===== src/common/cache_sync_config.svh =====
`ifndef CACHE_SYNC_CONFIG_SVH
`define CACHE_SYNC_CONFIG_SVH

// extended tag width
// address bits 31 down to 4, so one tag value names one 16-byte line
`define CS_TAG_W 28

// line payload in bits
// four 32-bit instruction words per line
`define CS_LINE_W 128

// lines per cache
// both caches are direct-mapped with the same depth
`define CS_LINES 16

// index width
// low bits of the extended tag, which are address bits 7 down to 4
// must match log2 of the line count
`define CS_IDX_W 4

`endif

===== src/common/cache_pkg.sv =====
`default_nettype none

`include "cache_sync_config.svh"

package cache_pkg;

  // extended tag, address bits 31 down to 4
  // low CS_IDX_W bits double as the cache index
  typedef logic [`CS_TAG_W-1:0] etag_t;

  // one cache line, read in two ways
  // raw view is the whole line as the sync walk moves it
  // word view is the fetch side, word k sits at address bits 3..2 == k
  // word 0 is the low 32 bits, little-endian like the core
  typedef union packed {
    logic [`CS_LINE_W-1:0]            raw;
    logic [`CS_LINE_W/32-1:0][31:0]   word;
  } line_t;

endpackage

`default_nettype wire


===== src/icache/icache_array.sv =====
`default_nettype none

`include "cache_sync_config.svh"

module icache_array (
  input  wire                   clk,
  input  wire                   rst,
  // line fill from cache_sync
  input  wire                   i_fill_req,
  output logic                  o_fill_ack,
  input  wire cache_pkg::etag_t i_fill_etag,
  input  wire cache_pkg::line_t i_fill_data,
  // fetch port, result one cycle later
  input  wire                   i_fetch_en,
  input  wire  [31:0]           i_fetch_addr,
  output logic                  o_fetch_hit,
  output logic [31:0]           o_fetch_inst
);

  import cache_pkg::*;

  line_t                line_mem [`CS_LINES];
  etag_t                line_tag [`CS_LINES];
  logic [`CS_LINES-1:0] line_vld;

  logic [`CS_IDX_W-1:0] fill_idx;
  logic                 fill_go;
  etag_t                fetch_etag;
  logic [`CS_IDX_W-1:0] fetch_idx;
  logic [1:0]           fetch_word;
  logic                 fetch_match;

  // index straight from the low tag bits
  assign fill_idx    = i_fill_etag[`CS_IDX_W-1:0];
  // first cycle of a request, ack and write follow
  assign fill_go     = i_fill_req & ~o_fill_ack;

  assign fetch_etag  = i_fetch_addr[31:32-`CS_TAG_W];
  assign fetch_idx   = fetch_etag[`CS_IDX_W-1:0];
  assign fetch_word  = i_fetch_addr[3:2];
  assign fetch_match = line_vld[fetch_idx] & (line_tag[fetch_idx] == fetch_etag);

  always_ff @(posedge clk) begin
    if (rst) begin
      line_vld    <= '0;
      o_fill_ack  <= 1'b0;
      o_fetch_hit <= 1'b0;
    end else begin
      // single-cycle ack
      o_fill_ack <= fill_go;
      if (fill_go) begin
        line_vld[fill_idx] <= 1'b1;
      end
      // no fetch means no hit
      o_fetch_hit <= i_fetch_en & fetch_match;
    end
  end

  // whole-line fill, word select for fetch
  always_ff @(posedge clk) begin
    if (fill_go) begin
      line_mem[fill_idx] <= i_fill_data;
      line_tag[fill_idx] <= i_fill_etag;
    end
    if (i_fetch_en) begin
      o_fetch_inst <= line_mem[fetch_idx].word[fetch_word];
    end
  end

endmodule

`default_nettype wire


===== config.mk =====
export PLATFORM = sky130hd
export DESIGN_NAME = icache_array
export DESIGN_NICKNAME = d
export VERILOG_FILES = /design/src/common/cache_pkg.sv /design/src/icache/icache_array.sv
export VERILOG_INCLUDE_DIRS = /design/src /design/src/common
export SDC_FILE = /design/constraint.sdc
export NUM_CORES = 2
export LEC_CHECK = 0
export ABC_AREA = 1
export BUFFER_PORTS_ARGS = -buffer_cell sky130_fd_sc_hd__buf_2
export CORE_MARGIN = 3
export CORE_UTILIZATION = 50
export DETAILED_ROUTE_END_ITERATION = 6
export PLACE_DENSITY = 0.66
export SYNTH_ARGS = -nofsm -noshare
export SYNTH_HDL_FRONTEND = slang
export SYNTH_SLANG_ARGS = --single-unit

===== constraint.sdc =====
create_clock -name clk -period 11.5 [get_ports clk]
set_input_delay 2.3 -clock clk [delete_from_list [all_inputs] [get_ports clk]]
set_output_delay 2.3 -clock clk [all_outputs]
set_load 0.05 [all_outputs]

==> key figures <==
Status
  – Run status: completed

Pwr
  – Reg power frac: 0.524
  – Int Power: 15.5 mW
  – Worst-case vdd ir drop: roughly 170 µV
  – Switching share of power: 0.219
  – Cell area power density: roughly 180 nW/µm²
  – Logic pwr share: 0.058
  – Clk pwr share: 0.418
  – Leak: 37.6 nW
  – Sw Pwr: 4.33 mW

Final layout
  – Area growth syn-to-layout: 11.3%
  – Most frequent cells in the layout: edfxtp_1, nor2_1, nand2_1, o21ai_0, nand3_1
  – Fin nets: 8127
  – Post-route design area: 112000 µm²
  – Final Util: 0.561
  – Most common cell after layout, fill and taps aside: edfxtp_1
  – Fraction of layout cells with a size suffix above 1: 0.0860

Global routing
  – Initial antenna violation count: 74
  – Total GRT Usage: 0.258
  – Largest net degree at the start of global routing: 207
  – Global-route wire length before repair: a little under 400 mm
  – Number of global-route vias before repair: ~60000
  – Global route overflow: 0

Route
  – ANT nets after route: 0
  – Routed vias/inst: approximately 6.0
  – Wire per inst: 25.0 µm
  – DR vias: 64660
  – DR iter-0 viols: 7915
  – DRC: 0
  – Overall routed net length: 270 mm
  – Total iterations of the first detailed-routing run: 6

Timing
  – Setup TNS: 0 ps
  – Period utilization: 0.480
  – Hold WS: 470 ps
  – Final setup fails: 0
  – Slew @ Worst Pin: between 1000 and 1500 ps
  – Fin crit period: 5530 ps
  – Relative slew slack: 0.217
  – Final hold violations: 0
  – Max-slew violation count: 0
  – FMAX: 181 MHz
  – Worst clock skew: 42.7 ps
  – RSZ-0062 raised after global routing: no

Synth
  – Syn nets: 8062
  – Distinct cells, synth: 28
  – Post-Syn Instances: 7870
  – Sequential area share after synthesis: 0.758
  – Yosys warnings: 0
  – Mapped Area: 101000 µm²
  – Syn Area/Cell: 12.8 µm²
  – Post-synthesis register bit count: 2546
  – Share of the synthesized area in the top cell type: 0.754
  – Synth top area cells: edfxtp_1, o21ai_0, nor2_1, nand2_1, nand3_1
  – Leading area contributor after synthesis: edfxtp_1

Clocking
  – # resized after CTS: 0
  – Number of post-CTS setup repair buffers: 0
  – Clk sinks: ~2500
  – Root Driver: clkbuf_16
  – Hold-fix buffers, CTS: 0
  – CTS Buffer Depth: 4
  – CTS tree: yes
  – H-tree lvl count: 5
  – Total CTS buffers: 275
  – Reg clk slew, reported paths: 60 ps
  – Clk Latency, worst-skew pair: 920 ps

Worst setup path
  – Crit-path cells: buf_8 -> inv_8 -> buf_12 -> buf_4 -> o21ai_0 -> o22ai_1 -> nand2_1 -> nand3_1 -> nand3_1 -> a21oi_1 -> or2_1
  – Crit path capture type: register
  – CP arrival: 6300 ps
  – Top cell by count, worst path: nand3_1
  – Max incr delay on CP: 900 ps
  – Critical path's slowest cell: buf_4
  – WS Path Type: in -> reg
  – Data required time of the critical path: approximately 12000 ps
  – Max FO, Critical Path: 206
  – Startpoint types: input port

Hold path
  – Hold Crit Class: reg -> reg

Floorplan
  – I/O Pins: roughly 230
  – Die height: 455 µm
  – Core area: 200000 µm²
  – Initial Util: 0.504
  – Die ar.: 207000 µm²
  – DIE WIDTH: 455 µm
  – # rows: 164

Placement
  – Port Buf Inserts: 223
  – Final Wtd Congestion: 0.762
  – DP HPWL: 131 mm
  – Cell Area, Placed: 104000 µm²

Job
  – Maxcap violations: 0
## metrics by stage
step,std cells,worst slack (ps),total power [mW]
global route,10800,5700,20.4
floorplan,7870,1620,11.3
detailed placement,10314,5100,11.7
CTS,10781,6070,19.9
finish,10814,5970,19.8
global placement,10314,5150,11.7
## flip-flops by register name, indices dropped and copies added (netlist names)
signal        flops
line_mem       2048
line_vld         16
o_fetch_hit       1
o_fetch_inst     32
line_tag        448
o_fill_ack        1
## worst max-delay path, delay by kind of cell
family	cells	cell delay [ps]
compound gates	3	760
simple gates	4	460
buf+inv	4	2400
## cell families after synthesis
group | count (synthesis) | share of synthesized area
flip-flops | 2546 | 0.758
AND/OR/NAND/NOR | 2940 | 0.119
buffers and inverters | 695 | 0.0319
AO/OA/AOI/OAI | 1689 | 0.0916
## layout make-up
type | count | area [µm²]
tap | 2656 | 3320
multi-input combinational | 4629 | 21300
timing repair buffer | 330 | 2190
clock inverter | 112 | 938
sequential | 2546 | 76300
fill | 15919 | 87800
antenna | 33 | 82.6
inverter | 153 | 609
clock buffer | 355 | 7340
## final timing paths
| kind | from | to | slack [ps] | cells past startpoint |
|---|---|---|---|---|
| worst max-delay path | i_fetch_addr[4] | o_fetch_inst[25] | 5970 | 11 |
| worst min-delay path | line_vld[15] | line_vld[15] | 470 | 2 |
| worst max register to register | o_fill_ack | line_mem[12][112] | 7450 | 7 |
| worst min register to register | line_vld[15] | line_vld[15] | 470 | 2 |
## synth_stat cells
cell type  count
a21oi_1       51
nand3b_1       6
o21ba_2        9
buf_1         67
o22ai_1      521
or2_2          1
or2_1         26
clkbuf_1     242
edfxtp_1    2528
buf_2        150
inv_2          4
o211ai_1      22
o21ai_0     1043
o21ai_1       37
dfxtp_1       18
nand4_1        1
nor2_1      1134
inv_1        149
o221ai_1       2
nand3_1      663
nand2_1     1104
buf_6         26
or2_0          1
buf_8          1
o21bai_1       4
clkbuf_2       1
buf_4         55
nor3_1         4
## power by group through the flow
stage	Clock [mW]	Sequential, mW	Combinational, mW
6_report	8.27	10.4	1.15
3_3_place_gp	0	10.5	1.12
5_1_grt	8.75	10.4	1.26
2_1_floorplan	0	10.6	0.656
3_5_place_dp	0	10.6	1.15
4_1_cts	8.37	10.4	1.15
## per-layer routing
layer / part of all wire / global-route usage / routed length [µm]
met1: 0.40 / 0.348 / 107000
met4: 0.037 / 0.109 / 9900
met5: 0.00059 / 0 / 159
met2: 0.49 / 0.417 / 131000
met3: 0.082 / 0.0432 / 22100
No activity file was read; power rests on OpenSTA's default activity.
