**src/common/cache_sync_config.svh**
```systemverilog
`ifndef CACHE_SYNC_CONFIG_SVH
`define CACHE_SYNC_CONFIG_SVH

// extended tag width
// address bits 31 down to 4, so one tag value names one 16-byte line
`define CS_TAG_W 28

// line payload in bits
// four 32-bit instruction words per line
`define CS_LINE_W 128

// lines per cache
// both caches are direct-mapped with the same depth
`define CS_LINES 16

// index width
// low bits of the extended tag, which are address bits 7 down to 4
// must match log2 of the line count
`define CS_IDX_W 4

`endif
```
**src/common/cache_pkg.sv**
```systemverilog
`default_nettype none

`include "cache_sync_config.svh"

package cache_pkg;

  // extended tag, address bits 31 down to 4
  // low CS_IDX_W bits double as the cache index
  typedef logic [`CS_TAG_W-1:0] etag_t;

  // one cache line, read in two ways
  // raw view is the whole line as the sync walk moves it
  // word view is the fetch side, word k sits at address bits 3..2 == k
  // word 0 is the low 32 bits, little-endian like the core
  typedef union packed {
    logic [`CS_LINE_W-1:0]            raw;
    logic [`CS_LINE_W/32-1:0][31:0]   word;
  } line_t;

endpackage

`default_nettype wire

```
**src/hdl/cache_sync.sv**
```systemverilog
`default_nettype none

module cache_sync (
  input  wire                   clk,
  input  wire                   rst,
  // fence.i request and done pulse
  input  wire                   i_fencei_req,
  output logic                  o_fencei_ack,
  // data cache walk
  output logic                  o_sync_dcache_rreq,
  input  wire                   i_sync_dcache_rack,
  input  wire                   i_sync_dcache_rpackreq,
  output logic                  o_sync_dcache_rpackack,
  input  wire cache_pkg::etag_t i_sync_dcache_retag,
  input  wire cache_pkg::line_t i_sync_dcache_rdata,
  // instruction cache fill
  output logic                  o_sync_icache_wreq,
  input  wire                   i_sync_icache_wack,
  output cache_pkg::etag_t      o_sync_icache_wetag,
  output cache_pkg::line_t      o_sync_icache_wdata
);

  import cache_pkg::*;

  // idle, read a packet from the data cache, write it to the instruction cache
  localparam logic [1:0] ST_IDLE  = 2'd0;
  localparam logic [1:0] ST_READ  = 2'd1;
  localparam logic [1:0] ST_WRITE = 2'd2;

  logic [1:0] state;
  // walk finished while the last line was still being written
  logic       done_pend;
  logic       hs_rd;
  logic       hs_wr;
  logic       take_pack;

  assign hs_rd     = o_sync_dcache_rreq & i_sync_dcache_rack;
  assign hs_wr     = o_sync_icache_wreq & i_sync_icache_wack;
  // accept a packet only in the read stage
  assign take_pack = (state == ST_READ) & ~hs_rd & i_sync_dcache_rpackreq;

  always_ff @(posedge clk) begin
    if (rst) begin
      state                  <= ST_IDLE;
      done_pend              <= 1'b0;
      o_fencei_ack           <= 1'b0;
      o_sync_dcache_rreq     <= 1'b0;
      o_sync_dcache_rpackack <= 1'b0;
      o_sync_icache_wreq     <= 1'b0;
    end else begin
      // both acks are single-cycle pulses
      o_fencei_ack           <= 1'b0;
      o_sync_dcache_rpackack <= 1'b0;
      // rreq spans the whole sync and ends at the rack handshake
      if (hs_rd) begin
        o_sync_dcache_rreq <= 1'b0;
      end
      case (state)
        ST_IDLE: begin
          // fence requests inside a sync never reach here
          if (i_fencei_req) begin
            state              <= ST_READ;
            o_sync_dcache_rreq <= 1'b1;
          end
        end
        ST_READ: begin
          if (hs_rd) begin
            state        <= ST_IDLE;
            o_fencei_ack <= 1'b1;
          end else if (take_pack) begin
            o_sync_dcache_rpackack <= 1'b1;
            state                  <= ST_WRITE;
          end
        end
        ST_WRITE: begin
          // rack can land here when the last valid line is near index 15
          // the fence ack then waits for that line's fill
          if (hs_rd) begin
            done_pend <= 1'b1;
          end
          if (hs_wr) begin
            o_sync_icache_wreq <= 1'b0;
            if (done_pend | hs_rd) begin
              state        <= ST_IDLE;
              done_pend    <= 1'b0;
              o_fencei_ack <= 1'b1;
            end else begin
              state <= ST_READ;
            end
          end else begin
            // raised the cycle after rpackack, so never together with it
            o_sync_icache_wreq <= 1'b1;
          end
        end
        default: begin
          state <= ST_IDLE;
        end
      endcase
    end
  end

  // captured line stays put until the fill is acked
  always_ff @(posedge clk) begin
    if (take_pack) begin
      o_sync_icache_wetag <= i_sync_dcache_retag;
      o_sync_icache_wdata <= i_sync_dcache_rdata;
    end
  end

endmodule

`default_nettype wire

```
**config.mk**
```make
export PLATFORM = sky130hd
export DESIGN_NAME = cache_sync
export DESIGN_NICKNAME = d
export VERILOG_FILES = /design/src/common/cache_pkg.sv /design/src/hdl/cache_sync.sv
export VERILOG_INCLUDE_DIRS = /design/src /design/src/common
export SDC_FILE = /design/constraint.sdc
export NUM_CORES = 1
export LEC_CHECK = 0
export ABC_AREA = 0
export BUFFER_PORTS_ARGS = -buffer_cell sky130_fd_sc_hd__buf_4
export CORE_UTILIZATION = 30
export DETAILED_ROUTE_END_ITERATION = 8
export SYNTH_ARGS = -nofsm -noshare
export SYNTH_HDL_FRONTEND = slang
export SYNTH_SLANG_ARGS = --single-unit
```
**constraint.sdc**
```tcl
create_clock -name clk -period 4.4 [get_ports clk]
set_clock_uncertainty 0.05 [all_clocks]
set_input_delay 0.66 -clock clk [delete_from_list [all_inputs] [get_ports clk]]
set_output_delay 0.66 -clock clk [all_outputs]
set_load 0.01 [all_outputs]
```
==> summary.md <==
| Metric | Value |
|---|---|
| Port bufs | 321 |
| MaxCap Viol Count | 0 |
| Htree depth | 4 |
| Top cell type's share of synthesized area | 92.9% |
| Later-pin clock latency in the skew report | 0.41 ns |
| Grt ovf | 0 |
| Tmin final | 2.44 ns |
| Final count of hold timing violations | 0 |
| Die height | 132 um |
| Initial Util | 30.6% |
| Root Buffer | clkbuf_16 |
| GRT met3 Usage | 4.94% |
| Delay-heaviest family, CP | buffers and inverters |
| First-pass GRT wire length | 19.4 mm |
| Area Overhead vs Synth | 65.0% |
| Setup crit start kind | register |
| FF+latch count, synth | 163 |
| Number of global-route vias before repair | 3338 |
| Hold WC Path Type | primary input to register |
| Setup violations, final | 0 |
| Clock Tree Buf Depth | 2 |
| FF-to-FF setup slack | 1.96 ns |
| Grt met2 use | 26.2% |
| I/O pin cnt | 322 |
| Distinct cells, synth | 21 |
| Hold_buf cts | 0 |
| Rel. slew slack | 47.9% |
| Final core utilization | 50.5% |
| Slowest cell on the critical path | clkinvlp_4 |
| Syn Nets | 364 |
| Routability Congestion | 0.786 |
| Synth cell count leaders | edfxtp_1, dfxtp_1, nor2_1 |
| Worst vdd ir | 0.256 mV |
| Grt met1 use | 16.5% |
| Setup Crit Path Kind | register to register |
| CP Capture Type | register |
| Synth Flop Type | edfxtp_1 |
| CTS tree | built |
| Cell Pwr Density | 451 mW/mm2 |
| Worst Path Required | 4.66 ns |
| TNS Setup | 0 ns |
| GR peak layer | met2 |
| Leak pwr | 0.00340 uW |
| Die area | 0.0173 mm2 |
| DIE WIDTH | 132 um |
| Max-slew violations | 0 |
| Avg WL per Cell | 16.7 um |
| Setup fix buffers added after clock tree synthesis | 0 |
| Fin crit share | 55.4% |
| Vias | 3235 |
| Dpl ws | 1.75 ns |
| Initial antenna violation count | 0 |
| RSZ-0062 raised after global routing | false |
| Starting DRC count in detailed routing | 177 |
| Worst path max stage delay | 0.65 ns |
| Clk slew on worst S/H paths | 0.06 ns |
| Status | finished clean |
| Crit path DAT | 2.69 ns |
| Most frequent cell after synthesis | edfxtp_1 |
| Fill count | 1421 |
| Mapped Cells | 198 |
| Crit path max fanout | 83 |
| Drt first pass iters | 6 |
| N_diodes | 0 |
| DRC | 0 |
| Seq/Total Area, Yosys | 95.7% |
| Routed Wire Length | 12.9 mm |
| Top cells by area, synth | edfxtp_1, dfxtp_1, ha_1 |
| GRT Total Usage | 15.1% |
| PnR worst setup slack | 1.96 ns |
| Least-Margin Pin Slew | 0.781 ns |
| Clk sinks | 163 |
| Synthesized cell area | 0.00504 mm2 |
| Yosys top cell by area | edfxtp_1 |
| Mean Syn Cell Area | 25.5 um2 |
| FFs w/ async S/R, synth | 0% |
| Layout cells sized above 1 | 64.1% |
| Final nets | 705 |
| Num CTS Buffers | 17 |
| Pin count of the biggest net entering global routing | 84 |
| Rows | 47 |
| ANT nets after route | 0 |
| Post-DP HPWL | 9.90 mm |
| Worst path buffer plus inverter count | 3 |
| Crit path cell chain | inv_1, ha_1, nand3_1, clkinvlp_4, buf_12, a32o_1 |
| Core area | 0.0165 mm2 |
| Synth Warn # | 0 |
| Post-synth EDFFs | 156 |
| Vias/cell | 4.20 |
| Highest Clock Rate | 410 MHz |
| Gates resized, CTS repair | 0 |
==> state kept, by name (all words and copies together), names as in the netlist <==
signal,count
o_sync_icache_wreq,1
state,2
o_sync_icache_wetag,28
done_pend,1
o_sync_dcache_rreq,1
o_fencei_ack,1
o_sync_dcache_rpackack,1
o_sync_icache_wdata,128
==> kinds of logic (layout without fill, tap and decap cells) <==
kind of cell    count (synthesis)  in the layout  synth area share, %
compound gates                  8              8                 1.17
buf+inv                         6            359                0.447
simple gates                   17             17                 1.66
flops                         163            163                 95.7
fa+ha+maj                       4              4                0.993
==> metal layers <==
metal | part of all wire (%) | vias up | wire, um
met4 | 2.5 | 0 | 323
met5 | 0 | - | 0
li1 | - | 1463 | -
met3 | 7.1 | 25 | 912
met1 | 37 | 1586 | 4720
met2 | 54 | 161 | 6950
==> layout by cell type (no fill, tap or decap), drive strengths merged, types with 3 or more instances in the layout <==
cell type / instances
buf: 323
edfxtp: 156
clkbuf: 18
dfxtp: 7
inv: 7
nor2: 6
clkinv: 6
ha: 4
clkinvlp: 3
nand2: 3
==> report_power, final <==
group | internal [uW] | leakage (uW) | switching [uW]
registers | 1860 | 0.00148 | 36.5
clock network | 832 | 0.000273 | 576
logic | 236 | 0.00165 | 214
total | 2930 | 0.00340 | 826
==> area by class of cell <==
cell class,count,area (um2),area share (%)
multi-input combinational,29,193,2.32
sequential,163,4820,58.0
timing repair buffer,323,2440,29.3
clock buffer,18,429,5.16
clock inverter,13,135,1.62
tap,220,275,3.31
inverter,5,22.5,0.271
==> stage by stage <==
step                area, um2  std cells  total power (uW)  hold slack (ns)
finish                   8320        771              3750            0.366
floorplan                5040        198              2080            0.420
global route             8320        771              3890            0.343
detailed placement       7750        740              2390            0.461
global placement         7750        740              2370            0.425
CTS                      8320        771              3800            0.343
==> final timing paths <==
kind,end,startpoint,cells past startpoint
max,state[1]$_SDFFE_PP0P_,state[1]$_SDFFE_PP0P_,6
min,o_sync_icache_wdata[106]$_DFFE_PP_,i_sync_dcache_rdata[106],1
max reg2reg,state[1]$_SDFFE_PP0P_,state[1]$_SDFFE_PP0P_,6
min reg2reg,state[0]$_SDFFE_PP0P_,state[0]$_SDFFE_PP0P_,2
Power figures use the tool's default switching activity.
